**src/design/busPkg.sv**
```systemverilog
// Address map, widths and region codes for the dual 6809 bus glue
// Main control register addresses and sub latch windows

package busPkg;

	//************************************************************
	// Widths
	//************************************************************
	localparam int addrW    = 16; // Both CPUs
	localparam int dataW    = 8;
	localparam int ramAddrW = 13; // 8K shared work RAM
	localparam int abW      = 15; // Buffered main address bus

	localparam logic [dataW-1:0] idleData = 8'hFF; // Stands in for a floating bus

	//************************************************************
	// Main CPU regions
	//************************************************************
	typedef enum logic [2:0] {
		shared = 3'd0, // 0000-1FFF work RAM
		map    = 3'd1, // 2000-27FF
		back1  = 3'd2, // 2800-2FFF
		back2  = 3'd3, // 3000-37FF
		obj    = 3'd4, // 3800-39FF
		io     = 3'd5, // 3A00-3BFF
		pal    = 3'd6, // 3C00-3FFF
		none   = 3'd7  // 4000 and up
	} region;

	// Main control writes inside the io window
	localparam logic [addrW-1:0] nmiClearAddr  = 16'h3A09;
	localparam logic [addrW-1:0] firqClearAddr = 16'h3A0A;
	localparam logic [addrW-1:0] irqClearAddr  = 16'h3A0B;
	localparam logic [addrW-1:0] subIrqSetAddr = 16'h3A0C;

	//************************************************************
	// Sub CPU latch windows, 2K each
	//************************************************************
	localparam int subWinLsb = 11; // Lowest address bit that selects a window
	localparam logic [addrW-1:0] subMainIrqAddr  = 16'h2000; // Raises main IRQ
	localparam logic [addrW-1:0] subIrqClearAddr = 16'h2800; // Drops sub IRQ
	localparam logic [addrW-1:0] subBankAddr     = 16'h3000; // ROM bank from D0

endpackage

```
**src/design/subDecode.sv**
```systemverilog
// Sub CPU address decoder
// Shared RAM select and write pulses for the three sub latches
`timescale 1ns/1ns

module subDecode (
	input  logic                     clk,
	input  logic                     reset,
	input  logic                     subStrobe,
	input  logic [busPkg::addrW-1:0] subAddr,
	input  logic                     subRw,
	input  logic [busPkg::dataW-1:0] subWriteData,
	output logic                     subRamSel,
	output logic                     subStart,
	output logic                     mainIrqSet,
	output logic                     subIrqClear,
	output logic                     bankLoad,
	output logic                     bankBit
);

	localparam int hi = busPkg::addrW - 1;
	localparam int lo = busPkg::subWinLsb;

	logic strobePrev;
	logic startNext;
	logic writeStart; // First clock of a sub write

	assign subRamSel  = (subAddr[hi:busPkg::ramAddrW] == '0); // Below 2000
	assign startNext  = subStrobe & ~strobePrev;
	assign writeStart = startNext & ~subRw;

	always_ff @(posedge clk) begin
		if (reset) begin
			strobePrev  <= 1'b0;
			subStart    <= 1'b0;
			mainIrqSet  <= 1'b0;
			subIrqClear <= 1'b0;
			bankLoad    <= 1'b0;
		end else begin
			strobePrev  <= subStrobe;
			subStart    <= startNext;
			mainIrqSet  <= writeStart & (subAddr[hi:lo] == busPkg::subMainIrqAddr[hi:lo]);
			subIrqClear <= writeStart & (subAddr[hi:lo] == busPkg::subIrqClearAddr[hi:lo]);
			bankLoad    <= writeStart & (subAddr[hi:lo] == busPkg::subBankAddr[hi:lo]);
		end
	end

	always_ff @(posedge clk) begin
		if (writeStart)
			bankBit <= subWriteData[0]; // Travels with bankLoad
	end

endmodule

```
**config.mk**
```make
export PLATFORM = sky130hd
export DESIGN_NAME = subDecode
export DESIGN_NICKNAME = d
export VERILOG_FILES = /design/src/design/busPkg.sv /design/src/design/subDecode.sv
export SDC_FILE = /design/constraint.sdc
export NUM_CORES = 1
export LEC_CHECK = 0
export ABC_AREA = 0
export BUFFER_PORTS_ARGS = -buffer_cell sky130_fd_sc_hd__buf_2
export CORE_AREA = 2 2 39 41
export CTS_BUF_LIST = sky130_fd_sc_hd__clkbuf_4
export DETAILED_ROUTE_END_ITERATION = 12
export DIE_AREA = 0 0 41 43
export SYNTH_ARGS = -nofsm -noshare
export SYNTH_HDL_FRONTEND = slang
export SYNTH_SLANG_ARGS = --single-unit
```
**constraint.sdc**
```tcl
create_clock -name clk -period 1 [get_ports clk]
set_input_delay 0.2 -clock clk [delete_from_list [all_inputs] [get_ports clk]]
set_output_delay 0.2 -clock clk [all_outputs]
set_load 0.01 [all_outputs]
```
======== Yosys cells after proc, flatten, opt, wreduce, memory -nomap -nowiden ========
Index checks and enable logic that the tools add are counted.
storage, ports and cells
  output and inout port bits .............. 6
  memories ................................ 0
  bits in registers ....................... 6
  bits in writable memories ............... 0
  bits in latches ......................... 0
  memory bits (read-only) ................. 0
cells by class
  bitwise gates (word level) .............. 7
  div/mod/pow operators ................... 0
  reductions and logical operators ........ 1
  $mul .................................... 0
  mux-type cells .......................... 0
  eq/ne operators ......................... 3
  add/sub/neg operators ................... 0
  $lt $le $gt $ge ......................... 0
  shift-type cells ........................ 0
operators with widths
  kind                count
  $eq 5x3->1 const B  3
  $and 1x1->1         5
  $logic_not 3->1     1
  $not 1->1           2

======== Depth between registers and ports, before layout ========
  word-level depth ........................ 4
  mapped depth ............................ 2
  mapped depth without buffers ............ 2

======== Worst setup path after synthesis ========
No wires, ideal clock.
  path kind ............................... register to register
  from .................................... register strobePrev
  to ...................................... register mainIrqSet
  cell stages (with the launch flop) ...... 3
  data arrival time ....................... 0.933 ns
  setup slack ............................. -0.011 ns
  period minus slack after synthesis ...... 1.011 ns
  library setup time ...................... 0.078 ns
  cells stage by stage .................... dfxtp_1 or4b_4 nor3_1
on the way
  cells in the longest elaborated chain, start to end .. 4
RTL lines
  what                      RTL line         RTL
  start: declaration        subDecode.sv:23  logic strobePrev;
  start signal: assignment  subDecode.sv:39  strobePrev <= subStrobe;
  $not 1->1                 subDecode.sv:28  assign startNext = subStrobe & ~strobePrev;
  $and 1x1->1               subDecode.sv:28
  $and 1x1->1               subDecode.sv:29  assign writeStart = startNext & ~subRw;
  $and 1x1->1               subDecode.sv:41  mainIrqSet <= writeStart & (subAddr[hi:lo] == busPkg::subMainIrqAddr[hi:lo]);
  end signal: assignment    subDecode.sv:41
  end: declaration          subDecode.sv:14  output logic mainIrqSet,
Every way passes these cells.
A chain may end at the register's enable or synchronous reset.

======== Worst setup path after layout ========
Same ends and word-level chain as after synthesis.

==> flow_summary.yaml <==
yosys:
  synth_edf_count: 1
  async_flop_share_pct: 0
  synth_cell_types: 10
  ys_top_cells_by_area: "dfxtp_1 45%, edfxtp_1 14%, or4b_1 9.0%"
  seq_area_frac_synth_pct: 58.76
  synthCells: 19
  synth_top_cell_by_area: "dfxtp_1"
  synthTopCellsByCount: "5 x dfxtp_1, 3 x nor3_1, 2 x nand2b_1, 2 x nor2_1, 2 x or4b_1"
  yosysTopAreaCellShare_pct: 45.20
  synth_flop_cell: "dfxtp_1"
  synth_fp_nets: 47
  synthMostInstantiatedCell: "dfxtp_1"
  yosysWarningCount: 0
  syn_area_um2: 221.5
  avgSynthCellArea_um2: 11.66
  synth-seq-cells: 6
sta:
  drv_slew: 0
  finalSetupTns_ns: -0.01104
  finalCritPeriodShare_pct: 100.6
  relSlewSlack_pct: 87.87
  timing.final.ws_setup_ns: -0.005689
  rsz0062_at_grt: "yes"
  fmax_mhz: 994.3
  post-route-min-period_ns: 1.006
  finalSetupViolations: 2
  finalClockSkew_ns: 0.004981
  whs_ns: 0.1409
  worst_pin_slew_ns: 0.1805
  hold_viol: 0
setup_path:
  crit_fanout: 2
  worstSetupPathType: "reg2reg"
  crit_path_start_kind: "flop"
  critPathSlowestCell: "or4b_4"
  crit_buf_inv: 0
  cp-end-kind: "flop"
  crit_family: "simple AND/OR/NAND/NOR gates"
  critical_path.max_stage_delay_ns: 0.49
  required_ns: 1.17
  worstPathCellList: "or4b_4 -> nor3_2"
  critPathArrivalTime_ns: 1.18
placed_design:
  post-dp-hpwl_um: 409.1
  place_ws_ns: -0.09928
  gp_congestion: 0.7640
  portBuffers: 15
  placedCellCount: 55
floorplan:
  initial_core_util_pct: 16.00
  die_y_um: 43
  rows: 14
  die_area_um2: 1763
  ios: 34
  die_w_um: 41
  core-area_um2: 1384
detailed_routing:
  drc: 0
  wl_per_cell_um: 8.288
  ant_nets: 0
  vias: 225
  vias_per_cell: 3.814
  drt_iter0_drc: 1
  firstDrtPassIters: 2
  wl_um: 489
power_and_ir_drop:
  power.density_nw_per_um2: 1486
  clock_power_share_pct: 45.2
  switchingPower_uw: 116.8
  total_power_uw: 585.5
  swShare_pct: 19.95
  peakVddDrop_mv: 0.5510
  internal_power_uw: 468.7
  power_frac_comb_pct: 11.3
  seq_power_share_pct: 43.5
  p_leak_nw: 0.1862
job:
  maxCapViolations: 0
status:
  status: "complete, but fails checks"
  failed_checks: "negative setup slack"
cts:
  hold_buffers: 0
  h-tree-depth: 1
  clock_latency_ns: 0.24
  clk_pin_slew_ns: 0.05
  root_buffer: "clkbuf_4"
  numClockSinks: 6
  cts_tree: "done"
  numCtsBuffers: 3
  cts_max_path_buffers: 2
global_route:
  grt_use_total_pct: 6.848
  antenna_found_initial: 0
  grt_max_degree: 5
  grt_overflow: 0
  grt_pass1_wl_um: 738
  grt_pass1_vias: 203
final_layout:
  layout.nets: 72
  fillers: 154
  syn_to_final_growth_pct: 77.97
  n_antenna_cell: 0
  instances_no_fill: 59
  layout-drive-gt1-share_pct: 65.12
worst_hold_path:
  min-delay-path-class: "in2reg"
## layer usage
metal / share of wire, % / up-vias / track usage, % / wire, um
li1: - / 117 / - / -
met1: 36 / 100 / 5.519 / 175
met2: 53 / 8 / 10.31 / 259
met3: 11 / 0 / 6.283 / 54
met4: 0 / 0 / 4.000 / 0
met5: 0 / - / 0 / 0
## area by class of cell
type                            instances  area [um2]  area share, %
Sequential cell                         6       130.1          33.02
Timing Repair Buffer                   20       112.6          28.57
Multi-Input combinational cell         12       97.59          24.76
Clock buffer                            4       30.03          7.619
Tap cell                               16       20.02          5.079
Inverter                                1       3.754         0.9524
## through the flow
step / area [um2] / utilization, %
2_1_floorplan: 221.5 / -
3_3_place_gp: 354.1 / 25.59
3_5_place_dp: 354.1 / 25.59
4_1_cts: 394.1 / 28.48
5_1_grt: 394.1 / 28.48
6_report: 394.1 / 28.48
## power groups by stage
stage | Clock, mW | Combinational (mW) | Sequential, mW
finish | 0.265 | 0.0662 | 0.254
global route | 0.297 | 0.0731 | 0.254
CTS | 0.282 | 0.0671 | 0.254
detailed placement | 0 | 0.0652 | 0.259
global placement | 0 | 0.0645 | 0.259
floorplan | 0 | 0.0168 | 0.261
## registers in the layout (all words and copies together), names as in the netlist
register / count
subIrqClear: 1
bankLoad: 1
strobePrev: 1
mainIrqSet: 1
bankBit: 1
subStart: 1
## cells in the final DEF (no fill, tap or decap), drive strengths merged
master,count
nor4,1
nor2b,1
nor3,3
buf,20
dfxtp,5
nand2b,2
nor2,2
clkbuf,4
or4b,3
inv,1
edfxtp,1
## what timing repair did
action / CTS / global route
gates resized for setup: 2 / 0
setup endpoints to repair: 2 / 2
setup buffers: 0 / 0
pin swaps: 1 / 0
## path summary, 6_finish.rpt
| check | end | cells after the start | startpoint | slack [ns] |
|---|---|---|---|---|
| setup / recovery | mainIrqSet | 2 | strobePrev | -0.006 |
| hold / removal | bankBit | 1 | subWriteData[0] | 0.14 |
| setup reg to reg | mainIrqSet | 2 | strobePrev | -0.006 |
| hold reg to reg | mainIrqSet | 2 | strobePrev | 0.53 |
## cells by family after synthesis
family                 after synthesis  share of synthesized area, %
flip-flops                           6                         58.76
buffers and inverters                1                         1.693
AND/OR/NAND/NOR                     12                         39.55
## worst reg2reg max path, stage by stage, from the launching register on
cell,delay (ns)
dfxtp_1,0.30
or4b_4,0.49
nor3_2,0.15
Power figures use the tool's default switching activity.
