--- src/design/busPkg.sv ---
// Address map, widths and region codes for the dual 6809 bus glue
// Main control register addresses and sub latch windows

package busPkg;

	//************************************************************
	// Widths
	//************************************************************
	localparam int addrW    = 16; // Both CPUs
	localparam int dataW    = 8;
	localparam int ramAddrW = 13; // 8K shared work RAM
	localparam int abW      = 15; // Buffered main address bus

	localparam logic [dataW-1:0] idleData = 8'hFF; // Stands in for a floating bus

	//************************************************************
	// Main CPU regions
	//************************************************************
	typedef enum logic [2:0] {
		shared = 3'd0, // 0000-1FFF work RAM
		map    = 3'd1, // 2000-27FF
		back1  = 3'd2, // 2800-2FFF
		back2  = 3'd3, // 3000-37FF
		obj    = 3'd4, // 3800-39FF
		io     = 3'd5, // 3A00-3BFF
		pal    = 3'd6, // 3C00-3FFF
		none   = 3'd7  // 4000 and up
	} region;

	// Main control writes inside the io window
	localparam logic [addrW-1:0] nmiClearAddr  = 16'h3A09;
	localparam logic [addrW-1:0] firqClearAddr = 16'h3A0A;
	localparam logic [addrW-1:0] irqClearAddr  = 16'h3A0B;
	localparam logic [addrW-1:0] subIrqSetAddr = 16'h3A0C;

	//************************************************************
	// Sub CPU latch windows, 2K each
	//************************************************************
	localparam int subWinLsb = 11; // Lowest address bit that selects a window
	localparam logic [addrW-1:0] subMainIrqAddr  = 16'h2000; // Raises main IRQ
	localparam logic [addrW-1:0] subIrqClearAddr = 16'h2800; // Drops sub IRQ
	localparam logic [addrW-1:0] subBankAddr     = 16'h3000; // ROM bank from D0

endpackage

--- src/design/mainBusPort.sv ---
// Main CPU read return merge and external data bus output
`timescale 1ns/1ns

module mainBusPort (
	input  logic                     clk,
	input  logic                     reset,
	input  logic                     mainStart,
	input  busPkg::region            mainRegion,
	input  logic                     mainRw,
	input  logic [busPkg::dataW-1:0] mainWriteData,
	input  logic [busPkg::dataW-1:0] mainRamData,
	input  logic                     mainRamValid,
	input  logic [busPkg::dataW-1:0] dbIn,
	output logic [busPkg::dataW-1:0] mainReadData,
	output logic                     mainReadValid,
	output logic [busPkg::dataW-1:0] dbOut
);

	logic                     extRegion; // map through pal
	logic                     extValid;
	logic [busPkg::dataW-1:0] extData;

	assign extRegion = (mainRegion != busPkg::shared) && (mainRegion != busPkg::none);

	// Non RAM reads answer one clock after start
	always_ff @(posedge clk) begin
		if (reset)
			extValid <= 1'b0;
		else
			extValid <= mainStart & mainRw & (mainRegion != busPkg::shared);
	end

	always_ff @(posedge clk) begin
		if (mainStart)
			extData <= extRegion ? dbIn : busPkg::idleData; // ROM space floats
	end

	// RAM and external returns never overlap
	assign mainReadValid = mainRamValid | extValid;
	assign mainReadData  = mainRamValid ? mainRamData : extData;

	// Write data driven out only toward the video and io boards
	assign dbOut = (mainStart & ~mainRw & extRegion) ? mainWriteData : busPkg::idleData;

endmodule

--- config.mk ---
export PLATFORM = sky130hd
export DESIGN_NAME = mainBusPort
export DESIGN_NICKNAME = d
export VERILOG_FILES = /design/src/design/busPkg.sv /design/src/design/mainBusPort.sv
export SDC_FILE = /design/constraint.sdc
export NUM_CORES = 1
export LEC_CHECK = 0
export BUFFER_PORTS_ARGS = -buffer_cell sky130_fd_sc_hd__buf_2
export CAP_MARGIN = 0
export CORE_MARGIN = 2
export CORE_UTILIZATION = 40
export CTS_CLUSTER_DIAMETER = 60
export CTS_CLUSTER_SIZE = 25
export DETAILED_ROUTE_END_ITERATION = 16
export GPL_TIMING_DRIVEN = 0
export PLACE_DENSITY = 0.89
export SYNTH_ARGS = -nofsm -noshare
export SYNTH_HDL_FRONTEND = slang
export SYNTH_SLANG_ARGS = --single-unit
--- constraint.sdc ---
create_clock -name clk -period 3 [get_ports clk]
set_clock_uncertainty 0.15 [all_clocks]
set_input_delay 0.15 -clock clk [delete_from_list [all_inputs] [get_ports clk]]
set_output_delay 0.15 -clock clk [all_outputs]
set_load 0.02 [all_outputs]
==> Yosys cells after proc, flatten, opt, wreduce, memory -nomap -nowiden <==
Cells that the tools add are included.
{ "totals": {"ff_bits": 9, "latchBits": 0, "ramBits": 0, "rom_bits": 0, "inputBits": 32, "output_inout_bits": 17, "word_cells": 13, "memories": 0} }
{ "classes": {"n_addsub": 0, "multipliers": 0, "div": 0, "order_cmp": 0, "eq_ne": 1, "shifts": 0, "muxes": 2, "n_bitwise": 6, "n_reduce_logical": 2} }
{ "op_table": {"columns": ["op", "n"], "rows": [
  ["$mux 8", 2],
  ["$and 1x1->1", 4],
  ["$ne 3x3->1 const B", 1],
  ["$reduce_bool 3->1", 1],
  ["$logic_and 1x1->1", 1],
  ["$not 1->1", 1],
  ["$or 1x1->1", 1]
]} }

==> Logic depth before layout (Yosys ltp) <==
{ "logic_depth": {"ltp_word": 4, "ltp_mapped": 4, "mapped_depth_nobuf": 2} }

==> Least setup slack after synthesis <==
OpenSTA, ideal clock, no wires.
{ "synth_timing": {"path_type": "in2out", "startpoint": "input port mainRegion[1]", "endpoint": "output port dbOut[5] in the netlist's numbering", "arrival_ns": 0.920, "required_time_ns": 2.700, "path_slack_ns": 1.780, "path_stages": 4, "n_path_buf": 2, "path_cell_list": "or3_4 > buf_6 > buf_12 > nand4b_2"} }
{ "synth_between": {"elab_chain_len": 4, "elab_cells_between_ends": 5, "cone_classes": "eq/ne (1); mux (1); bitwise (1); reduce/logical (2)"} }
{ "synth_rtl": {"columns": ["element", "line", "source"], "rows": [
  ["start, declared", "mainBusPort.sv:8", "input busPkg::region mainRegion,"],
  ["$ne 3x3->1 / $reduce_bool 3->1 (equally long branches)", "mainBusPort.sv:23", "assign extRegion = (mainRegion != busPkg::shared) && (mainRegion != busPkg::none);"],
  ["$logic_and 1x1->1 (*)", "mainBusPort.sv:23", null],
  ["$and 1x1->1 (*)", "mainBusPort.sv:43", "assign dbOut = (mainStart & ~mainRw & extRegion) ? mainWriteData : busPkg::idleData;"],
  ["$mux 8 (*)", "mainBusPort.sv:43", null],
  ["end, declared", "mainBusPort.sv:16", "output logic [busPkg::dataW-1:0] dbOut"]
]} }
Every way passes the cells marked *; elsewhere a longest branch is shown, timed or not.

==> Worst setup path after layout <==
{ "layout_timing": {"startpoint": "input port mainStart", "endpoint": "output port dbOut[2] in the netlist's numbering"} }
{ "layout_between": {"elab_chain_len": 3} }
{ "layout_rtl": {"columns": ["element", "line", "source"], "rows": [
  ["start, declared", "mainBusPort.sv:7", "input logic mainStart,"],
  ["$and 1x1->1 (2 in series)", "mainBusPort.sv:43", null],
  ["$mux 8", "mainBusPort.sv:43", null]
]} }
No other way between the ends.

==> flow_summary_export.csv <==
group,metric,value,unit
grt,use_met2,26.4,%
sta,layout_worst_path_cycle_share,48.5,%
synth,synth_top_cell_by_area,"edfxtp_1",
clock_network,cts_hold_buf,0,
synth,synth_async_sr_flop_share,0,%
clock_network,post-cts-setup-buffer-count,0,
grt,met1_usage_grt,14.5,%
drt,vias,549,
floorplanning,die_w,43.0,µm
synth,synth_top_cells_by_area,"edfxtp_1 (40%), mux2_1 (15%), nand3b_2 (15%)",
drt,detailedRoute.firstPassIterationCount,3,
clock_network,ctsRootBufferMaster,"clkbuf_4",
sta,fin_crit,1.46,ns
cells_and_area,multiInputGateArea,302,µm²
worst_setup_path,start_kind,"input pin",
clock_network,clockBufferDepth,2,
pwr,static-leakage-power,0.420,nW
synth,synth_flop_cell,"edfxtp_1",
outcome,result_of_the_run,"finished, final reports clean",
synth,seq_area_frac_synth,42.9,%
synth,mappedNetlistNets,75,
grt,grt_pass1_vias,502,
synth,number_of_synthesized_flops_with_an_enable_pin,8,
grt,grt_usage,14.7,%
clock_network,cts-htree-levels,1,
clock_network,cts_made_buffers,3,
drt,route.detailed.vias_per_inst,4.99,
synth,synth.top_cells.by_count,"edfxtp_1 (8), mux2_1 (8), nand3b_2 (8)",
synth,synth.top_cell.area_share,39.6,%
drt,drt-initial-drc-count,3,
worst_setup_path,crit_required,2.70,ns
drt,total_drc_errors_in_the_routed_layout,0,
drt,number_of_antenna_violating_nets_in_the_routed_design,0,
grt,grt_first_pass_wirelength,1.99,mm
floorplanning,design.portCount,49,
worst_hold_path,min-delay-path-class,"in2reg",
clock_network,cts_repair_resize_count,0,
sta,fin_hold_ws,0.00730,ns
floorplanning,initial_utilization,41.2,%
worst_setup_path,criticalPathCategory,"in2out",
floorplanning,num_rows,14,
synth,synth_unique_cells,15,
cells_and_area,seq_area,260,µm²
synth,ys_seq_elements,9,
floorplanning,die_h,43.0,µm
cells_and_area,antenna_cells,0,
grt,antenna_found_initial,0,
sta,setup_total_negative_slack,0,ns
grt,grt_max_usage_layer,"met2",
place,last_weighted_congestion_value_of_the_routability_driven_placer,0.703,
sta,slew_viol_final,0,
sta,setup_viol,0,
worst_setup_path,worst-path-max-fanout,10,
worst_setup_path,critical_path.endpoint_type,"output pin",
worst_setup_path,cp_data_arrival_time,1.16,ns
clock_network,tritoncts_clock_tree,"yes",
clock_network,clock_sinks,9,
drt,drt-wirelength-per-cell,10.6,µm
clock_network,clk_pin_slew,0.06,ns
pwr,total_design_power,0.334,mW
synth,postSynthCellCount,43,
cells_and_area,flow.area_growth_from_synthesis,46.4,%
sta,tightestPinTransition,0.362,ns
synth,synth_area,607,µm²
cells_and_area,fin_nets,127,
synth,synth_warnings,0,
sta,finalHoldViolations,0,
pwr,irDropWorstVdd,156,µV
cells_and_area,fill_cells,125,
synth,post_synth.cell_area_avg,14.1,µm²
grt,gr-usage-met3,1.70,%
pwr,power.density,376,mW/mm²
drt,wl,1.17,mm
floorplanning,design.die.area,0.00184,mm²
grt,overflow,0,
sta,maximum_clock_frequency,687,MHz
cells_and_area,final_layout_size_suffix_gt1_share,69.1,%
grt,grt_max_degree,11,
floorplanning,core,0.00147,mm²
sta,timing.slew.headroom,75.8,%
place,dpl.hpwl,984,µm
place,portBuffers,47,
run,max_cap_violations,0,
sta,grt_setup_unrepaired,"false",
## final timing paths
check	startpoint	endpoint	cells after the start
worst max-delay path	mainStart	dbOut[2]	5
worst min-delay path	dbIn[6]	extData[6]	2
## power by group
| group | leakage [nW] | internal (mW) | switching (mW) |
|---|---|---|---|
| Combinational | 0.318 | 0.0461 | 0.0472 |
| Clock | 0.0150 | 0.0510 | 0.0390 |
| Sequential | 0.0871 | 0.149 | 0.00186 |
## worst max-delay path: stages
cell	delay, ns
buf_2	0.20
nor2b_1	0.16
clkbuf_1	0.31
nand4b_1	0.15
buf_2	0.18
## stage by stage
stage	worst slack, ns	instance area, µm²	util (%)	instances
after global placement	1.56	862	58.6	106
after floorplan	1.78	607	-	43
after detailed placement	1.55	862	58.6	106
after CTS	1.54	888	60.4	110
final	1.54	888	60.4	110
after global routing	1.43	888	60.4	110
## flip-flops by register name, summed over array words and instances (netlist names)
signal    flops
extValid      1
extData       8
## logic make-up (layout without fill, tap and decap cells)
| family | after synthesis | after routing | synth area share (%) |
|---|---|---|---|
| buf+inv | 5 | 56 | 7.42 |
| flops | 9 | 9 | 42.9 |
| mux | 8 | 8 | 14.8 |
| simple gates | 21 | 21 | 34.8 |
## layout make-up
cell class / instances / area share (%)
Timing Repair Buffer: 47 / 26.5
Clock buffer: 4 / 2.96
Sequential cell: 9 / 29.3
Tap cell: 16 / 2.25
Multi-Input combinational cell: 29 / 33.9
Buffer: 5 / 5.07
## routing by layer
layer  up-vias  routed length, µm
met5         -                  0
met4         0                 51
met3         4                148
met2        41                558
met1       232                407
li1        272                  -
## cell usage in the layout, fill, tap and decap left out, types with 2 or more instances in the layout
cell      instances
nand4b_1          6
nand4b_2          2
clkbuf_4          3
clkbuf_1          2
buf_2            49
edfxtp_1          8
mux2_1            8
nand3b_2          8
Power figures use the tool's default switching activity.
