$ cat src/design/busPkg.sv
// Address map, widths and region codes for the dual 6809 bus glue
// Main control register addresses and sub latch windows

package busPkg;

	//************************************************************
	// Widths
	//************************************************************
	localparam int addrW    = 16; // Both CPUs
	localparam int dataW    = 8;
	localparam int ramAddrW = 13; // 8K shared work RAM
	localparam int abW      = 15; // Buffered main address bus

	localparam logic [dataW-1:0] idleData = 8'hFF; // Stands in for a floating bus

	//************************************************************
	// Main CPU regions
	//************************************************************
	typedef enum logic [2:0] {
		shared = 3'd0, // 0000-1FFF work RAM
		map    = 3'd1, // 2000-27FF
		back1  = 3'd2, // 2800-2FFF
		back2  = 3'd3, // 3000-37FF
		obj    = 3'd4, // 3800-39FF
		io     = 3'd5, // 3A00-3BFF
		pal    = 3'd6, // 3C00-3FFF
		none   = 3'd7  // 4000 and up
	} region;

	// Main control writes inside the io window
	localparam logic [addrW-1:0] nmiClearAddr  = 16'h3A09;
	localparam logic [addrW-1:0] firqClearAddr = 16'h3A0A;
	localparam logic [addrW-1:0] irqClearAddr  = 16'h3A0B;
	localparam logic [addrW-1:0] subIrqSetAddr = 16'h3A0C;

	//************************************************************
	// Sub CPU latch windows, 2K each
	//************************************************************
	localparam int subWinLsb = 11; // Lowest address bit that selects a window
	localparam logic [addrW-1:0] subMainIrqAddr  = 16'h2000; // Raises main IRQ
	localparam logic [addrW-1:0] subIrqClearAddr = 16'h2800; // Drops sub IRQ
	localparam logic [addrW-1:0] subBankAddr     = 16'h3000; // ROM bank from D0

endpackage

$ cat src/design/controlLatches.sv
// Interrupt request flip-flops for both CPUs
// Sub ROM bank register
`timescale 1ns/1ns

module controlLatches (
	input  logic                     clk,
	input  logic                     reset,
	input  logic                     vblank,
	input  logic                     ims,
	input  busPkg::region            mainRegion,
	input  logic                     mainWriteStart,
	input  logic [busPkg::addrW-1:0] mainAddr,
	input  logic                     mainIrqSet,
	input  logic                     subIrqClear,
	input  logic                     bankLoad,
	input  logic                     bankBit,
	output logic                     nmiN,
	output logic                     irqN,
	output logic                     firqN,
	output logic                     subIrqN,
	output logic                     subBank
);

	logic vblankD1, vblankD2;
	logic imsD1, imsD2;
	logic vblankRise, imsRise;
	logic ctrlWrite; // Main write into the io window
	logic nmiClear, firqClear, irqClear, subIrqSet;
	logic nmiReq, firqReq, irqReq, subIrqReq;

	assign vblankRise = vblankD1 & ~vblankD2;
	assign imsRise    = imsD1 & ~imsD2;

	assign ctrlWrite = mainWriteStart & (mainRegion == busPkg::io);
	assign nmiClear  = ctrlWrite & (mainAddr == busPkg::nmiClearAddr);
	assign firqClear = ctrlWrite & (mainAddr == busPkg::firqClearAddr);
	assign irqClear  = ctrlWrite & (mainAddr == busPkg::irqClearAddr);
	assign subIrqSet = ctrlWrite & (mainAddr == busPkg::subIrqSetAddr);

	//************************************************************
	// Request flops, clear beats set
	//************************************************************
	always_ff @(posedge clk) begin
		if (reset) begin
			{vblankD1, vblankD2, imsD1, imsD2} <= '0;
			{nmiReq, firqReq, irqReq, subIrqReq} <= '0;
			subBank <= 1'b0;
		end else begin
			vblankD1 <= vblank;
			vblankD2 <= vblankD1;
			imsD1    <= ims;
			imsD2    <= imsD1;
			if (nmiClear) nmiReq <= 1'b0;
			else if (vblankRise) nmiReq <= 1'b1; // Frame interrupt
			if (firqClear) firqReq <= 1'b0;
			else if (imsRise) firqReq <= 1'b1;
			if (irqClear) irqReq <= 1'b0;
			else if (mainIrqSet) irqReq <= 1'b1; // Raised by sub CPU
			if (subIrqClear) subIrqReq <= 1'b0;
			else if (subIrqSet) subIrqReq <= 1'b1; // Raised by main CPU
			if (bankLoad)
				subBank <= bankBit;
		end
	end

	assign nmiN    = ~nmiReq;
	assign firqN   = ~firqReq;
	assign irqN    = ~irqReq;
	assign subIrqN = ~subIrqReq;

endmodule

$ cat config.mk
export PLATFORM = sky130hd
export DESIGN_NAME = controlLatches
export DESIGN_NICKNAME = d
export VERILOG_FILES = /design/src/design/busPkg.sv /design/src/design/controlLatches.sv
export SDC_FILE = /design/constraint.sdc
export NUM_CORES = 1
export LEC_CHECK = 0
export ABC_AREA = 1
export ABC_CLOCK_PERIOD_IN_PS = 2100
export BUFFER_PORTS_ARGS = -buffer_cell sky130_fd_sc_hd__buf_2
export CORE_AREA = 10 10 47 49
export DETAILED_ROUTE_END_ITERATION = 10
export DIE_AREA = 0 0 57 59
export PLACE_DENSITY_LB_ADDON = 0.25
export SYNTH_ARGS = -nofsm -noshare
export SYNTH_HDL_FRONTEND = slang
export SYNTH_SLANG_ARGS = --single-unit
$ cat constraint.sdc
create_clock -name clk -period 2.1 [get_ports clk]
set_input_delay 0.42 -clock clk [delete_from_list [all_inputs] [get_ports clk]]
set_output_delay 0.42 -clock clk [all_outputs]
set_load 0.1 [all_outputs]
After elaboration in Yosys (flattened, before gate mapping)
Index checks and enable logic that the tools add are counted.

word-level totals
  word-level logic and storage cells = 31
  register bits after elaboration = 9
  bits of input ports = 28

cells by class
  equal/unequal tests = 5
  bitwise logic cells = 13
  reduce and logical (&&, ||, !) cells = 4

operators with widths
  cell                                                               number
  16-bit by 14-bit == test with 1-bit output, second input constant  4
  2-bit OR reduction                                                 4
  1-bit bitwise AND                                                  7
  1-bit inverter                                                     6
  3-bit == test, second input constant                               1

Logic depth before layout (Yosys ltp)
Gate-level depths: netlist of run 1.

  depth after elaboration = 4
  depth in mapped cells = 6
  gate-level depth less buffers = 6

Least setup slack after synthesis of run 1
No wires, ideal clock.

  path kind = reg2out
  start point = register subBank
  end point = output subBank
  path slack = 759 ps
  arrival time = 921 ps
  cell stages (with the launch flop) = 1
  cell sequence = dfxtp_1

RTL lines
  element                 line                  source
  start, declared         controlLatches.sv:21  output logic subBank
  start signal, assigned  controlLatches.sv:62  subBank <= bankBit;

No word-level cell between the ends.

Worst setup path in the final report of run 1
  start point = register nmiReq
  end point = output nmiN

on the way
  cells in the longest elaborated chain, start to end = 1

RTL lines
  element                 line                  source
  start, declared         controlLatches.sv:29  logic nmiReq, firqReq, irqReq, subIrqReq;
  start signal, assigned  controlLatches.sv:46  {nmiReq, firqReq, irqReq, subIrqReq} <= '0;
  start signal, assigned  controlLatches.sv:53  if (nmiClear) nmiReq <= 1'b0;
  start signal, assigned  controlLatches.sv:54  else if (vblankRise) nmiReq <= 1'b1;
  1-bit inverter          controlLatches.sv:66  assign nmiN = ~nmiReq;
  end, declared           controlLatches.sv:17  output logic nmiN,

Every way passes these cells.

==> results.sh, run 1 <==
export IMPL_cts_setup_buffers=0
export IMPL_worst_slack_ps=652
export IMPL_worst_hold_slack_ps=356
export IMPL_power_frac_clock_pct=30.5
export IMPL_grt_usage_pct=7.09
export IMPL_synth_xor_area_share_pct=0
export IMPL_intPower_mw=0.286
export IMPL_post_dp_hpwl_mm=1.05
export IMPL_setup_viol=0
export IMPL_critical_path_startpoint_type="flip-flop"
export IMPL_first_iter_violations=4
export IMPL_grt_pass1_vias=494
export IMPL_register_area_um2=180
export IMPL_min_from="bankLoad"
export IMPL_hold_viol_final=0
export IMPL_status="finished clean"
export IMPL_critPathRequiredTime_ps=1680
export IMPL_p_comb_share_pct=25.1
export IMPL_design_area_um2=651
export IMPL_initial_core_util_pct=31.7
export IMPL_fmax_ghz=0.690
export IMPL_fin_util_pct=46.4
export IMPL_dpl_cell_count=117
export IMPL_worstPathCellList="inv_1, buf_2"
export IMPL_fin_total_pwr_mw=0.412
export IMPL_cts_root_buffer="clkbuf_4"
export IMPL_drc_errors=0
export IMPL_grt_pass1_wl_mm=1.97
export IMPL_final_nets=134
export IMPL_switching_power_mw=0.126
export IMPL_drive_gt1_share_pct=36.2
export IMPL_clock_skew_final_ps=0.848
export IMPL_pin_count=33
export IMPL_rr_worst_depth=3
export IMPL_cts_clk_slew_worst_paths_ps=60
export IMPL_placed_area_um2=624
export IMPL_antenna_found_initial=0
export IMPL_synth_area_leaders="dfxtp_1, inv_1, nand2_1"
export IMPL_critical_path_class="flip-flop to primary output"
export IMPL_portBuffers=32
export IMPL_pre_cts_ws_ps=909
export IMPL_areaGrowthSynthToFinish_pct=46.5
export IMPL_holdPathEnd="subBank"
export IMPL_yosysMostFrequentCell="inv_1"
export IMPL_crit_arrival_ps=1030
export IMPL_cp_max_fo=2
export IMPL_synthMuxAreaShare_pct=0
export IMPL_cp_num_buf_inv=2
export IMPL_seq_power_share_pct=44.4
export IMPL_fp_dieW_um=57
export IMPL_synth_edff_count=0
export IMPL_max_stage_delay_ps=420
export IMPL_grt_max_degree=7
export IMPL_ctsLongestPathBuffers=2
export IMPL_multi_input_area_um2=200
export IMPL_p_per_area_nw_per_um2=633
export IMPL_yosysWarnings=0
export IMPL_synthCells=69
export IMPL_clock_sinks=9
export IMPL_netlist_area_leader_share_pct=40.6
export IMPL_period_minus_slack_ps=1450
export IMPL_finalNonFillerCells=121
export IMPL_slew_violations=0
export IMPL_synth_compound_area_share_pct=7.32
export IMPL_ys_flop_type="dfxtp_1"
export IMPL_die_h_um=59
export IMPL_slew_headroom_pct=67.6
export IMPL_drt_first_pass_iters=2
export IMPL_worstReg2RegEnd="firqReq"
export IMPL_synth_common_cells="inv_1, nand2_1, nor2_1"
export IMPL_core_region_area_um2=1400
export IMPL_yosysTopAreaCell="dfxtp_1"
export IMPL_tightest_slew_ps=490
export IMPL_n_antenna_cell=0
export IMPL_clk_latency_ps=250
export IMPL_cts_hold_buffers=0
export IMPL_hold_class="input pin to flip-flop"
export IMPL_async_flop_share_pct=0
export IMPL_cts_buffers=3
export IMPL_hold_depth=2
export IMPL_synth_top_family_by_area="simple AND/OR/NAND/NOR gates"
export IMPL_syn_avg_cell_area_um2=6.44
export IMPL_gp_congestion=0.743
export IMPL_cts_resized=0
export IMPL_synthDistinctLibCells=14
export IMPL_p_leak_nw=0.363
export IMPL_synth_seq_cells=9
export IMPL_timing_rr_start="imsD1"
export IMPL_die_area_um2=3360
export IMPL_grt_overflow_total=0
export IMPL_cap_violations=0
export IMPL_vias_per_cell=4.21
export IMPL_crit_family="buffers and inverters"
export IMPL_cts_tree="yes"
export IMPL_synthSimpleGateAreaFrac_pct=37.7
export IMPL_postRouteAntennaNets=0
export IMPL_synthAdderAreaFrac_pct=0
export IMPL_synth_fp_nets=97
export IMPL_rows=14
export IMPL_period_share_pct=69.0
export IMPL_h_tree_depth=1
export IMPL_regToRegSetupSlack_ps=1410
export IMPL_finalWirelength_mm=1.17
export IMPL_sw_frac_of_total_pct=30.6
export IMPL_via_count=510
export IMPL_fin_setup_tns_ps=0
export IMPL_rsz0062_at_grt="false"
export IMPL_synth_seq_area_share_pct=40.6
export IMPL_irDropWorstVdd_v=0.000173
export IMPL_wire_per_inst_um=9.69
export IMPL_end_kind="primary output"
export IMPL_nFillCells=155
export IMPL_syn_area_um2=444
export IMPL_critPathSlowestCell="buf_2"
## placed cells by master, fill, tap and decap left out, drive strengths merged
master  count
buf        32
inv        17
nor2       14
nand2      12
dfxtp       9
nand3       5
clkbuf      4
nor3        2
o22ai       2
and2        2
o21ai       2
a21oi       2
nor2b       1
or2         1
## worst reg2reg max path, delay by kind of cell (launching register included)
kind	cells	cell delay (ps)
DFF	1	300
and+or+nand+nor	2	230
AOI/OAI and AO/OA	1	70
## power groups by stage
stage          logic, mW  clock network (mW)  registers (mW)
5_1_grt            0.113               0.139           0.184
3_5_place_dp       0.104                   0           0.187
6_report           0.103               0.126           0.183
4_1_cts            0.104               0.130           0.183
3_3_place_gp       0.102                   0           0.186
2_1_floorplan     0.0573                   0           0.196
## registers in the layout, indices dropped and copies added, names as in the netlist
register   flops
irqReq         1
subBank        1
nmiReq         1
vblankD2       1
imsD1          1
firqReq        1
vblankD1       1
imsD2          1
subIrqReq      1
## cell families after synthesis
| group | after synthesis |
|---|---|
| simple gates | 37 |
| flops | 9 |
| compound gates | 6 |
| buf+inv | 17 |
## area by class of cell
| cell class | count | area share, % |
|---|---|---|
| timing repair buffer | 32 | 24.6 |
| sequential | 9 | 27.7 |
| tap | 16 | 3.08 |
| clock buffer | 4 | 4.04 |
| inverter | 17 | 9.81 |
| multi-input combinational | 43 | 30.8 |
## worst max path at each step
| stage | from | endpoint | slack (ps) | cells past startpoint |
|---|---|---|---|---|
| global placement | nmiReq | nmiN | 910 | 2 |
| finish | nmiReq | nmiN | 650 | 2 |
| CTS | nmiReq | nmiN | 630 | 2 |
| global route | firqReq | firqN | 600 | 2 |
| detailed placement | nmiReq | nmiN | 910 | 2 |
| floorplan | subBank | subBank | 760 | 0 |
## per-layer routing
| metal | vias to the layer above | track usage [%] | wire [um] |
|---|---|---|---|
| met5 | - | 0 | 0 |
| met3 | 2 | 4.29 | 147 |
| met2 | 25 | 10.2 | 481 |
| met1 | 206 | 7.85 | 539 |
| li1 | 277 | - | - |
| met4 | 0 | 4.03 | 4 |
(Power assumes the default switching activity.)
==> run 2: changes to the inputs <==
- ABC_CLOCK_PERIOD_IN_PS: 2100 -> 1300
- CORE_AREA: 10 10 47 49 -> unset
- CORE_MARGIN: unset -> 10
- CORE_UTILIZATION: unset -> 33
- DIE_AREA: 0 0 57 59 -> unset
- clock period: 2.1 -> 1.3 ns (I/O delays scaled with it)
==> run 2 against run 1 <==
Compared with the run above: clock power up 63%; critical path depth unchanged; hold slack worse by 170 ps; flip-flop and latch count unchanged; clock skew down 0.76 ps; critical endpoint unchanged; largest cell class is now buffers; largest power group unchanged; highest routed layer unchanged.
==> results.sh, run 2 (synthesized netlist as in run 1, its figures left out) <==
export IMPL_cts_clk_slew_worst_paths_ps=60
export IMPL_cts_resized=0
export IMPL_seq_power_share_pct=42.4
export IMPL_design_area_um2=726
export IMPL_drt_first_pass_iters=3
export IMPL_drc_errors=0
export IMPL_fin_total_pwr_mw=0.701
export IMPL_drive_gt1_share_pct=37.1
export IMPL_postRouteAntennaNets=0
export IMPL_cts_setup_buffers=0
export IMPL_critical_path_startpoint_type="flip-flop"
export IMPL_worst_slack_ps=201
export IMPL_multi_input_area_um2=200
export IMPL_sw_frac_of_total_pct=29.8
export IMPL_placed_area_um2=699
export IMPL_via_count=497
export IMPL_fin_setup_tns_ps=0
export IMPL_fin_util_pct=56.5
export IMPL_post_dp_hpwl_mm=1.03
export IMPL_power_frac_clock_pct=29.2
export IMPL_die_h_um=56.7
export IMPL_cts_buffers=3
export IMPL_cts_tree="yes"
export IMPL_layout_commonest_cell="buf_2"
export IMPL_register_area_um2=181
export IMPL_intPower_mw=0.492
export IMPL_nFillCells=132
export IMPL_rows=13
export IMPL_layout_common_cells="buf_2, inv_1, nand2_1, nor2_1, dfxtp_1"
export IMPL_switching_power_mw=0.209
export IMPL_final_nets=134
export IMPL_tightest_slew_ps=155
export IMPL_hold_class="input pin to flip-flop"
export IMPL_crit_arrival_ps=840
export IMPL_p_leak_nw=0.396
export IMPL_cap_violations=0
export IMPL_p_per_area_nw_per_um2=966
export IMPL_h_tree_depth=1
export IMPL_gp_congestion=0.706
export IMPL_wire_per_inst_um=9.31
export IMPL_clk_latency_ps=250
export IMPL_period_share_pct=84.6
export IMPL_cts_hold_buffers=0
export IMPL_initial_core_util_pct=34.6
export IMPL_pin_count=33
export IMPL_die_area_um2=3210
export IMPL_rsz0062_at_grt="false"
export IMPL_setup_viol=0
export IMPL_fp_dieW_um=56.7
export IMPL_status="finished clean"
export IMPL_irDropWorstVdd_v=0.000435
export IMPL_cts_root_buffer="clkbuf_4"
export IMPL_slew_violations=0
export IMPL_grt_overflow_total=0
export IMPL_grt_usage_pct=6.95
export IMPL_pre_cts_ws_ps=299
export IMPL_clock_sinks=9
export IMPL_clock_skew_final_ps=0.0871
export IMPL_slew_headroom_pct=89.5
export IMPL_end_kind="primary output"
export IMPL_grt_pass1_vias=473
export IMPL_finalNonFillerCells=120
export IMPL_portBuffers=32
export IMPL_critical_path_class="flip-flop to primary output"
export IMPL_core_region_area_um2=1280
export IMPL_n_antenna_cell=0
export IMPL_grt_pass1_wl_mm=1.81
export IMPL_dpl_cell_count=116
export IMPL_ctsLongestPathBuffers=2
export IMPL_critPathRequiredTime_ps=1040
export IMPL_p_comb_share_pct=28.4
export IMPL_finalWirelength_mm=1.12
export IMPL_worst_hold_slack_ps=188
export IMPL_hold_viol_final=0
export IMPL_vias_per_cell=4.14
export IMPL_cp_max_fo=2
export IMPL_grt_max_degree=7
export IMPL_fmax_ghz=0.910
export IMPL_antenna_found_initial=0
export IMPL_first_iter_violations=2
export IMPL_areaGrowthSynthToFinish_pct=63.4
export IMPL_period_minus_slack_ps=1100
## run 2: metal layers
layer  global-route usage [%]  share of wire, %  vias to the layer above
met5                        0                 0                        -
met4                     7.22               2.4                        0
met3                     3.37                11                        2
met2                     9.56                44                       24
met1                     7.24                43                      195
li1                         -                 -                      276
## run 2: area by class of cell
cell class | count | area share (%)
timing repair buffer | 32 | 32.4
sequential | 9 | 25.0
inverter | 17 | 8.79
tap | 15 | 2.59
multi-input combinational | 43 | 27.6
clock buffer | 4 | 3.62
## run 2: power groups by stage
stage / registers, mW / logic, mW / clock network (mW)
2_1_floorplan: 0.317 / 0.0926 / 0
3_3_place_gp: 0.303 / 0.199 / 0
5_1_grt: 0.299 / 0.215 / 0.232
3_5_place_dp: 0.303 / 0.201 / 0
6_report: 0.297 / 0.199 / 0.205
4_1_cts: 0.297 / 0.201 / 0.213
## run 2: critical path, stage by stage (launching register included)
cell and delay, ps:
dfxtp_1 300, inv_1 100, buf_12 180
## run 2: path summary, 6_finish.rpt
kind	slack, ps	depth (start not counted)	endpoint	from
worst max register to register	560	3	nmiReq	nmiReq
worst min register to register	450	2	vblankD2	vblankD1
worst max-delay path	200	2	nmiN	nmiReq
worst min-delay path	190	2	subBank	bankLoad
