File: config.mk
export PLATFORM = sky130hd
export DESIGN_NAME = mainDecode
export DESIGN_NICKNAME = d
export VERILOG_FILES = /design/src/design/busPkg.sv /design/src/design/mainDecode.sv
export SDC_FILE = /design/constraint.sdc
export NUM_CORES = 1
export LEC_CHECK = 0
export ABC_AREA = 1
export BUFFER_PORTS_ARGS = -buffer_cell sky130_fd_sc_hd__buf_2
export CORE_MARGIN = 3
export CORE_UTILIZATION = 42
export DETAILED_ROUTE_END_ITERATION = 7
export MAX_ROUTING_LAYER = met4
export PLACE_DENSITY = 0.82
export SYNTH_ARGS = -nofsm -noshare
export SYNTH_HDL_FRONTEND = slang
export SYNTH_SLANG_ARGS = --single-unit
export TNS_END_PERCENT = 50
File: constraint.sdc
create_clock -name clk -period 1.1 [get_ports clk]
set_input_delay 0.22 -clock clk [delete_from_list [all_inputs] [get_ports clk]]
set_output_delay 0.22 -clock clk [all_outputs]
set_load 0.02 [all_outputs]
File: src/design/busPkg.sv
// Address map, widths and region codes for the dual 6809 bus glue
// Main control register addresses and sub latch windows

package busPkg;

	//************************************************************
	// Widths
	//************************************************************
	localparam int addrW    = 16; // Both CPUs
	localparam int dataW    = 8;
	localparam int ramAddrW = 13; // 8K shared work RAM
	localparam int abW      = 15; // Buffered main address bus

	localparam logic [dataW-1:0] idleData = 8'hFF; // Stands in for a floating bus

	//************************************************************
	// Main CPU regions
	//************************************************************
	typedef enum logic [2:0] {
		shared = 3'd0, // 0000-1FFF work RAM
		map    = 3'd1, // 2000-27FF
		back1  = 3'd2, // 2800-2FFF
		back2  = 3'd3, // 3000-37FF
		obj    = 3'd4, // 3800-39FF
		io     = 3'd5, // 3A00-3BFF
		pal    = 3'd6, // 3C00-3FFF
		none   = 3'd7  // 4000 and up
	} region;

	// Main control writes inside the io window
	localparam logic [addrW-1:0] nmiClearAddr  = 16'h3A09;
	localparam logic [addrW-1:0] firqClearAddr = 16'h3A0A;
	localparam logic [addrW-1:0] irqClearAddr  = 16'h3A0B;
	localparam logic [addrW-1:0] subIrqSetAddr = 16'h3A0C;

	//************************************************************
	// Sub CPU latch windows, 2K each
	//************************************************************
	localparam int subWinLsb = 11; // Lowest address bit that selects a window
	localparam logic [addrW-1:0] subMainIrqAddr  = 16'h2000; // Raises main IRQ
	localparam logic [addrW-1:0] subIrqClearAddr = 16'h2800; // Drops sub IRQ
	localparam logic [addrW-1:0] subBankAddr     = 16'h3000; // ROM bank from D0

endpackage

File: src/design/mainDecode.sv
// Main CPU address decoder
// Region classification, start pulses, buffered address bus and chip selects
`timescale 1ns/1ns

module mainDecode (
	input  logic                     clk,
	input  logic                     reset,
	input  logic                     mainStrobe,
	input  logic [busPkg::addrW-1:0] mainAddr,
	input  logic                     mainRw,
	output busPkg::region            mainRegion,
	output logic                     mainStart,
	output logic                     mainWriteStart,
	output logic [busPkg::abW-1:0]   ab,
	output logic                     rw,
	output logic                     mapSelN,
	output logic                     back1SelN,
	output logic                     back2SelN,
	output logic                     objSelN,
	output logic                     ioN,
	output logic                     plSelN
);

	logic       strobePrev;
	logic [5:0] selNext; // pal io obj back2 back1 map, active low
	logic [5:0] selN;

	// Same split as the 138 and 139 pair on the board
	always_comb begin
		if (mainAddr[15:14] != 2'b00)
			mainRegion = busPkg::none; // ROM space
		else if (!mainAddr[13])
			mainRegion = busPkg::shared;
		else begin
			case (mainAddr[12:11])
				2'b00:   mainRegion = busPkg::map;
				2'b01:   mainRegion = busPkg::back1;
				2'b10:   mainRegion = busPkg::back2;
				default: begin
					case (mainAddr[10:9]) // 3800-3FFF split further
						2'b00:   mainRegion = busPkg::obj;
						2'b01:   mainRegion = busPkg::io;
						default: mainRegion = busPkg::pal; // 3C00-3FFF
					endcase
				end
			endcase
		end
	end

	always_comb begin
		selNext = '1;
		case (mainRegion)
			busPkg::map:   selNext[0] = 1'b0;
			busPkg::back1: selNext[1] = 1'b0;
			busPkg::back2: selNext[2] = 1'b0;
			busPkg::obj:   selNext[3] = 1'b0;
			busPkg::io:    selNext[4] = 1'b0;
			busPkg::pal:   selNext[5] = 1'b0;
			default:       selNext = '1; // RAM and ROM have no select here
		endcase
	end

	//************************************************************
	// Registered bus side
	//************************************************************
	always_ff @(posedge clk) begin
		if (reset) begin
			strobePrev     <= 1'b0;
			mainStart      <= 1'b0;
			mainWriteStart <= 1'b0;
			selN           <= '1;
			rw             <= 1'b1;
		end else begin
			strobePrev     <= mainStrobe;
			mainStart      <= mainStrobe & ~strobePrev; // One clock per cycle
			mainWriteStart <= mainStrobe & ~strobePrev & ~mainRw;
			selN           <= mainStrobe ? selNext : '1; // Held while strobed
			if (mainStrobe)
				rw <= mainRw;
		end
	end

	always_ff @(posedge clk) begin
		if (mainStrobe)
			ab <= mainAddr[busPkg::abW-1:0]; // A15 never leaves the board
	end

	assign {plSelN, ioN, objSelN, back2SelN, back1SelN, mapSelN} = selN;

endmodule

# Yosys cells after proc, flatten, opt, wreduce, memory -nomap -nowiden

Index checks and enable logic that the tools add are counted.

Flip-flop bits (word level): 25
Input bits: 20
Output and inout bits: 27

Equality and inequality tests: 9
Muxes and demuxes: 10
Bitwise gates (word level): 5
Reductions and logical operators: 4

Operators with widths:

| operator                                             | number |
|---|---|
| equality test 3 bit (second input constant)          | 3 |
| one-hot mux 3 bit (3 select lines)                   | 1 |
| equality test 3 x 2 -> 1 bit (second input constant) | 2 |
| two-way mux 1 bit                                    | 6 |
| two-way mux 3 bit                                    | 2 |
| equality test 2 x 1 -> 1 bit (second input constant) | 2 |
| logical NOT 2 bit                                    | 2 |
| one-hot mux 2 bit (2 select lines)                   | 1 |
| equality test 3 x 1 -> 1 bit (second input constant) | 1 |
| inverter 1 bit                                       | 3 |
| AND 1 bit                                            | 2 |
| equality test 2 bit (second input constant)          | 1 |
| nonzero test 2 bit                                   | 1 |
| OR reduction 2 bit                                   | 1 |

# Depth between registers and ports, before layout

Gate-level depths: netlist of the first run.

Depth after elaboration: 7
Depth in mapped cells: 8
Gate-level depth less buffers: 8

# Worst setup path before layout of the first run

OpenSTA, ideal clock, no wires.

Path type: input -> register
Start point: input port mainAddr[11] (netlist bit)
End point: register selN[4]
Library setup time: 0.122 ns
Data arrival time: 1.003 ns
Required time: 0.978 ns
Path slack: -0.025 ns
Stages on the path: 8
Path buffers: 0
Cells stage by stage: inv_1 ha_1 inv_1 nand2_1 nand3_2 nand2_1 inv_1 nand3_1

Longest elaborated chain between the ends: 6

RTL lines:

| what                                        | line             | source |
|---|---|---|
| start, declared                             | mainDecode.sv:9  | `input logic [busPkg::addrW-1:0] mainAddr,` |
| equality test 2 bit (tied with other cells) | mainDecode.sv:35 | `case (mainAddr[12:11])` |
| one-hot mux 3 bit (3 select lines) (*)      | mainDecode.sv:35 |  |
| two-way mux 3 bit (*)                       | mainDecode.sv:32 | `else if (!mainAddr[13])` |
| two-way mux 3 bit (*)                       | mainDecode.sv:30 | `if (mainAddr[15:14] != 2'b00)` |
| net mainRegion[1]                           | mainDecode.sv:11 | `output busPkg::region mainRegion,` |
| equality test 3 bit (*)                     | mainDecode.sv:52 | `case (mainRegion)` |
| two-way mux 1 bit (*)                       | mainDecode.sv:52 |  |
| end signal, assigned                        | mainDecode.sv:77 | `selN <= mainStrobe ? selNext : '1;` |
| end, declared                               | mainDecode.sv:26 | `logic [5:0] selN;` |

Mark *: on every way through the listed nets, which the timed path passes. The rest lies on a longest branch.
A chain may end at the register's enable or synchronous reset.

# Final worst setup path of the first run

Start point: input port mainAddr[11] (netlist bit)
End point: output port mainRegion[0]

Longest elaborated chain between the ends: 4

RTL lines:

| what                                        | line |
|---|---|
| equality test 2 bit (tied with other cells) | mainDecode.sv:35 |
| one-hot mux 3 bit (3 select lines) (*)      | mainDecode.sv:35 |
| two-way mux 3 bit (*)                       | mainDecode.sv:32 |
| two-way mux 3 bit (*)                       | mainDecode.sv:30 |
| end, declared                               | mainDecode.sv:11 |

Mark *: on every way between the ends. The rest lies on a longest branch, timed or not.

==> qor.txt, run 1 <==
Static Leak: 0.616 nW
NumNets Final: 150
top library cells by usage in the layout, fill and taps aside: 38 x sky130_fd_sc_hd__buf_2, 15 x sky130_fd_sc_hd__edfxtp_1, 9 x sky130_fd_sc_hd__nand2_1, 9 x sky130_fd_sc_hd__dfxtp_1
number of rows created at floorplan: 15
die area: 0.00268 mm^2
floorplan die height: 51.8 um
wire length of the first global-routing pass: 2860 um
Hold EP: ab[6]
final setup violating endpoints: 3
number of levels the H-tree was split into: 1
endpoint required time on the critical path: 880 ps
Fmax achieved: 845 MHz
cell count of the worst reg-to-reg path: 2
clk_lat worst skew: 300 ps
vias in the first global route: 644
via count: 671
share of synthesized area occupied by flip-flops and latches: 0.740
unrepaired setup endpoints after global routing: true
post-synthesis area per instance: 12.7 um^2
share of post-route cells with drive strength above 1: 0.595
Arr. time, crit path: 960 ps
critical path startpoint category: primary input
clock buffer count from CTS: 3
Critical-path top delay cell: sky130_fd_sc_hd__ha_4
Final Skew: 0.160 ps
DP HPWL: 1290 um
CTS sink count: 25
launch point of the worst hold path: mainAddr[6]
net count after synthesis: 92
WHS Path Cells: 1
total routed wirelength: 1780 um
Gate Count Post-Synth: 69
worst hold slack after final layout: 81.1 ps
Yosys warning count: 0
number of diodes: 0
global-route usage over all layers: 0.149
Pwr Density: 1310 mW/mm^2
register bit total from synthesis: 25
layout-stage area growth over the synthesis result: 54.6%
MaxCap Viol Count: 0
number of antenna violations at the first check in global routing: 0
clock transition at the register clock pins on the worst setup and hold paths after CTS: 130 ps
Port Buffers: 46
routed length per placed instance: 11.8 um
largest net degree at the start of global routing: 15
post-route worst setup slack: -83.2 ps
start of the worst register-to-register path: rw
Bufs and invs on worst path: 3
buffer depth of the longest clock path: 2
number of slew-limit violations in the final report: 0
area of the mapped netlist: 880 um^2
vias per inst: 4.44
count of distinct cell types in the synthesized netlist: 16
Remaining DRCs: 0
Final period util: 1.08
worst ir drop on vdd: 836 uV
drt initial violations: 9
area of the core: 0.00186 mm^2
class of the most critical hold timing path: in -> reg
Top-Level Pins: 47
number of endpoints with negative hold slack in the final report: 0
chip width: 51.8 um
cell-by-cell listing of the critical path: buf_12, inv_8, ha_4, nor2_2, nand2_1, nand3_2, nand2_2, buf_6
final sum of negative setup slack: -173 ps
Max stage delay on crit path: 140 ps
number of fillers in the final layout: 134
Critical Setup Path Class: in -> out
most frequent standard cell in the layout excluding fill and tap cells: sky130_fd_sc_hd__buf_2
CP Capture Type: output pin
destination of the worst register-to-register timing path: rw
detailed-router iteration count before antenna repair: 4
cell family contributing the most delay on the critical path: simple AND/OR/NAND/NOR gates
violations in the final reports: negative setup slack
transition time of the tightest slew-check pin: 217 ps
gpl congestion: 0.733
remaining global-route overflow: 0
initial core utilization: 0.473
remaining antenna violation count: 0
final period demand of the worst path: 1180 ps
TritonCTS clock tree: done
Max transition margin: 0.855
worst-case register-to-register setup slack: 500 ps
CTS Root Buffer Type: sky130_fd_sc_hd__clkbuf_4
top fanout value on the critical path: 3
outcome: finished with violations
## timing repair
item,CTS,global route
endpoints found under the setup margin,4,21
buffers inserted,3,0
resized for setup,20,18
pin swaps,4,2
hold buffers,0,0
## state kept, by name, summed over array words and instances (netlist names)
name	cells
mainStart	1
ab	15
selN	6
strobePrev	1
rw	1
mainWriteStart	1
## per-stage QoR
step	utilization	cell area, um^2	worst slack (ps)	instances	power, mW
floorplan	-	882	-0.0639	69	1.22
global placement	0.632	1170	-187	144	1.34
detailed placement	0.632	1170	-216	144	1.35
CTS	0.694	1290	-51.4	151	1.77
global route	0.732	1360	-116	151	1.89
finish	0.732	1360	-83.2	151	1.79
## routing by layer
layer	share of wire	GRT usage	vias to the layer above
met5	0	-	-
li1	-	-	341
met1	0.42	0.168	296
met4	0.0050	0.0524	0
met2	0.50	0.263	32
met3	0.079	0.0287	2
## how the worst max path moves through the flow
stage            startpoint             to  slack (ps)  cells past startpoint
3_5_place_dp   mainAddr[11]  mainRegion[1]        -220                      8
5_1_grt        mainAddr[11]  mainRegion[1]        -120                      8
2_1_floorplan  mainAddr[11]  mainRegion[0]       -0.06                      6
3_3_place_gp   mainAddr[11]  mainRegion[1]        -190                      8
4_1_cts        mainAddr[12]  mainRegion[1]         -50                      8
6_report       mainAddr[11]  mainRegion[0]         -80                      8
## worst reg2reg max path, delay by kind of cell, from the launching register on
family | cells | cell delay (ps)
AO/OA/AOI/OAI | 1 | 150
buffers and inverters | 1 | 30
flip-flops | 1 | 350
## Yosys cell counts, drive strengths merged
cell type	count	area (um^2)
nor2	6	32.5
dfxtp	10	200
nand4	2	12.5
inv	11	41.3
ha	3	37.5
a21oi	2	13.8
nand3	5	30.0
nand2	13	51.3
o21ai	1	5.00
edfxtp	15	450
nor3	1	5.00
## area by class of cell
| class | instances | area, um^2 | area share |
|---|---|---|---|
| sequential | 25 | 652 | 0.479 |
| timing repair buffer | 53 | 350 | 0.258 |
| multi-input combinational | 33 | 245 | 0.180 |
| inverter | 11 | 53.8 | 0.0396 |
| tap | 25 | 31.3 | 0.0230 |
| clock buffer | 3 | 22.5 | 0.0166 |
| clock inverter | 1 | 5.00 | 0.00368 |
## cell families after synthesis
kind of cell | count (synthesis) | share of synthesized area
AND/OR/NAND/NOR | 27 | 0.149
flip-flops | 25 | 0.740
buffers and inverters | 11 | 0.0469
AO/OA/AOI/OAI | 3 | 0.0213
adder cells (fa/ha/maj) | 3 | 0.0427
## where the power goes
part	internal [mW]	total [mW]	switching (mW)
clock	0.135	0.385	0.250
combinational	0.147	0.338	0.192
sequential	1.05	1.06	0.0141
total	1.33	1.79	0.456
Note: power is estimated with default switching activity, not from simulation.
==> run 2, diff against run 1 <==
--- a/config.mk
+++ b/config.mk
@@ -7,7 +7,7 @@
 export LEC_CHECK = 0
 export ABC_AREA = 1
 export BUFFER_PORTS_ARGS = -buffer_cell sky130_fd_sc_hd__buf_2
-export CORE_MARGIN = 3
+export CORE_MARGIN = 4
 export CORE_UTILIZATION = 42
 export DETAILED_ROUTE_END_ITERATION = 7
 export MAX_ROUTING_LAYER = met4
==> qor.txt, run 2 (same netlist as run 1, synthesis figures left out) <==
top fanout value on the critical path: 4 (+1)
remaining antenna violation count: 0 (unchanged)
destination of the worst register-to-register timing path: rw
start of the worst register-to-register path: rw
Critical Path Sink: mainRegion[1]
clock buffer count from CTS: 3 (unchanged)
Remaining DRCs: 0 (unchanged)
endpoint required time on the critical path: 880 ps (about the same)
class of the most critical hold timing path: in -> reg
violations in the final reports: negative setup slack
unrepaired setup endpoints after global routing: true
met3 layer usage reported by global route: 0.0194 (-0.00926)
largest net degree at the start of global routing: 15 (unchanged)
TritonCTS clock tree: done
outcome: finished with violations
final setup violating endpoints: 2 (-1)
initial core utilization: 0.444 (-0.0296)
wire length of the first global-routing pass: 2570 um (-10%)
number of fillers in the final layout: 139 (+3.7%)
number of antenna violations at the first check in global routing: 0 (unchanged)
total routed wirelength: 1810 um (+1.5%)
Arr. time, crit path: 950 ps (about the same)
most frequent standard cell in the layout excluding fill and tap cells: sky130_fd_sc_hd__buf_2
DP HPWL: 1410 um (+9.2%)
number of rows created at floorplan: 16 (+1)
area occupied by registers: 651 um^2 (-0.19%)
Top-Level Pins: 47 (unchanged)
CP Capture Type: output pin
critical path startpoint category: primary input
die area: 0.00289 mm^2 (+7.9%)
drt initial violations: 10 (+1)
number of diodes: 0 (unchanged)
vias in the first global route: 613 (-4.8%)
worst ir drop on vdd: 631 uV (-24%)
remaining global-route overflow: 0 (unchanged)
CTS Root Buffer Type: sky130_fd_sc_hd__clkbuf_4
met2 Resource Use GR: 0.216 (-0.0470)
cell count of the worst reg-to-reg path: 2 (unchanged)
register containing the most flip-flops in the final layout: ab
post-route worst setup slack: -68.3 ps (+14.9 ps)
area of the core: 0.00198 mm^2 (+6.7%)
area of combinational cells with multiple inputs: 253 um^2 (+3.1%)
Critical Setup Path Class: in -> out
number of levels the H-tree was split into: 1 (unchanged)
vias per inst: 4.44 (-0.17%)
clk_lat worst skew: 300 ps (about the same)
worst-case register-to-register setup slack: 520 ps (+20 ps)
startpoint of the most critical setup path: mainAddr[12]
final sum of negative setup slack: -114 ps (+59.6 ps)
layout-stage area growth over the synthesis result: 52.1%
largest registers in the final layout: ab: 15 flops, selN: 6 flops
final period demand of the worst path: 1170 ps (-14.9 ps)
via count: 661 (-1.5%)
Hold-fix buffers, CTS: 0 (unchanged)
Static Leak: 0.602 nW (-2.4%)
Pwr Density: 1330 mW/mm^2 (+0.86%)
Final Skew: 0.548 ps (+0.387 ps)
number of slew-limit violations in the final report: 0 (unchanged)
CTS sink count: 25 (unchanged)
detailed-router iteration count before antenna repair: 4 (unchanged)
total design power: 1.77 mW (-0.81%)
Final period util: 1.06 (-0.0135)
MaxCap Viol Count: 0 (unchanged)
buffer depth of the longest clock path: 2 (unchanged)
Port Buffers: 46 (unchanged)
transition time of the tightest slew-check pin: 218 ps (+0.698 ps)
number of endpoints with negative hold slack in the final report: 0 (unchanged)
clock transition at the register clock pins on the worst setup and hold paths after CTS: 130 ps (about the same)
gpl congestion: 0.629 (-14%)
WHS Path Cells: 2 (+1)
routed length per placed instance: 12.1 um (+2.8%)
peak-usage layer in the global routing report: met2
Max transition margin: 0.854 (about the same)
met1 usage in global routing: 0.141 (-0.0266)
NumNets Final: 146 (-2.7%)
share of post-route cells with drive strength above 1: 0.574 (-0.0215)
chip width: 53.8 um (+3.9%)
global-route usage over all layers: 0.126 (-0.0227)
top library cells by usage in the layout, fill and taps aside: 37 x sky130_fd_sc_hd__buf_2, 15 x sky130_fd_sc_hd__edfxtp_1, 10 x sky130_fd_sc_hd__dfxtp_1, 9 x sky130_fd_sc_hd__nand2_1
floorplan die height: 53.8 um (+3.9%)
flip-flop count of the largest register after layout: 15 (unchanged)
Fmax achieved: 856 MHz (+1.3%)
run 2: worst min-delay path by stage:
stage / start / endpoint / slack (ps)
floorplan: mainRw / mainWriteStart / 300
global placement: mainAddr[5] / ab[5] / 400
detailed placement: mainAddr[0] / ab[0] / 400
CTS: mainRw / mainWriteStart / 80
global route: mainAddr[3] / ab[3] / 60
finish: mainRw / mainWriteStart / 80
run 2: layout make-up:
class	count	area share
clock buffer	3	0.0168
multi-input combinational	33	0.189
sequential	25	0.486
inverter	11	0.0384
clock inverter	1	0.00374
timing repair buffer	49	0.240
tap	27	0.0253
run 2: worst max-delay path, cell delays in order:
cell and delay [ps]:
sky130_fd_sc_hd__buf_8 100, sky130_fd_sc_hd__inv_4 40, sky130_fd_sc_hd__ha_4 250, sky130_fd_sc_hd__inv_2 40, sky130_fd_sc_hd__nand2_4 60, sky130_fd_sc_hd__nand3_4 60
sky130_fd_sc_hd__nand2_2 80, sky130_fd_sc_hd__buf_6 110
run 2: timing repair:
item	4_1_cts	5_1_grt
endpoints found under the setup margin	3	17
setup buffers	0	1
gates resized for setup	20	19
pin swaps	4	2
run 2: per-stage QoR:
stage	setup WS, ps	cell area, um^2	util	hold slack [ps]	std cells
after floorplan	-0.0639	882	-	299	69
after global placement	-204	1160	0.586	398	144
after detailed placement	-226	1160	0.586	399	144
after CTS	-83.4	1260	0.635	77.5	148
after global routing	-107	1340	0.675	59.9	149
final	-68.3	1340	0.675	78.2	149
run 2: power by group:
group / internal [mW] / leakage, nW / switching [mW]
combinational: 0.138 / 0.355 / 0.190
clock: 0.135 / 0.0177 / 0.245
sequential: 1.05 / 0.229 / 0.0152
total: 1.32 / 0.602 / 0.450
run 2: per-layer routing:
| layer | vias up | share of wire |
|---|---|---|
| met5 | - | 0 |
| met3 | 0 | 0.11 |
| met1 | 296 | 0.39 |
| met4 | 0 | 0 |
| met2 | 29 | 0.50 |
| li1 | 336 | - |
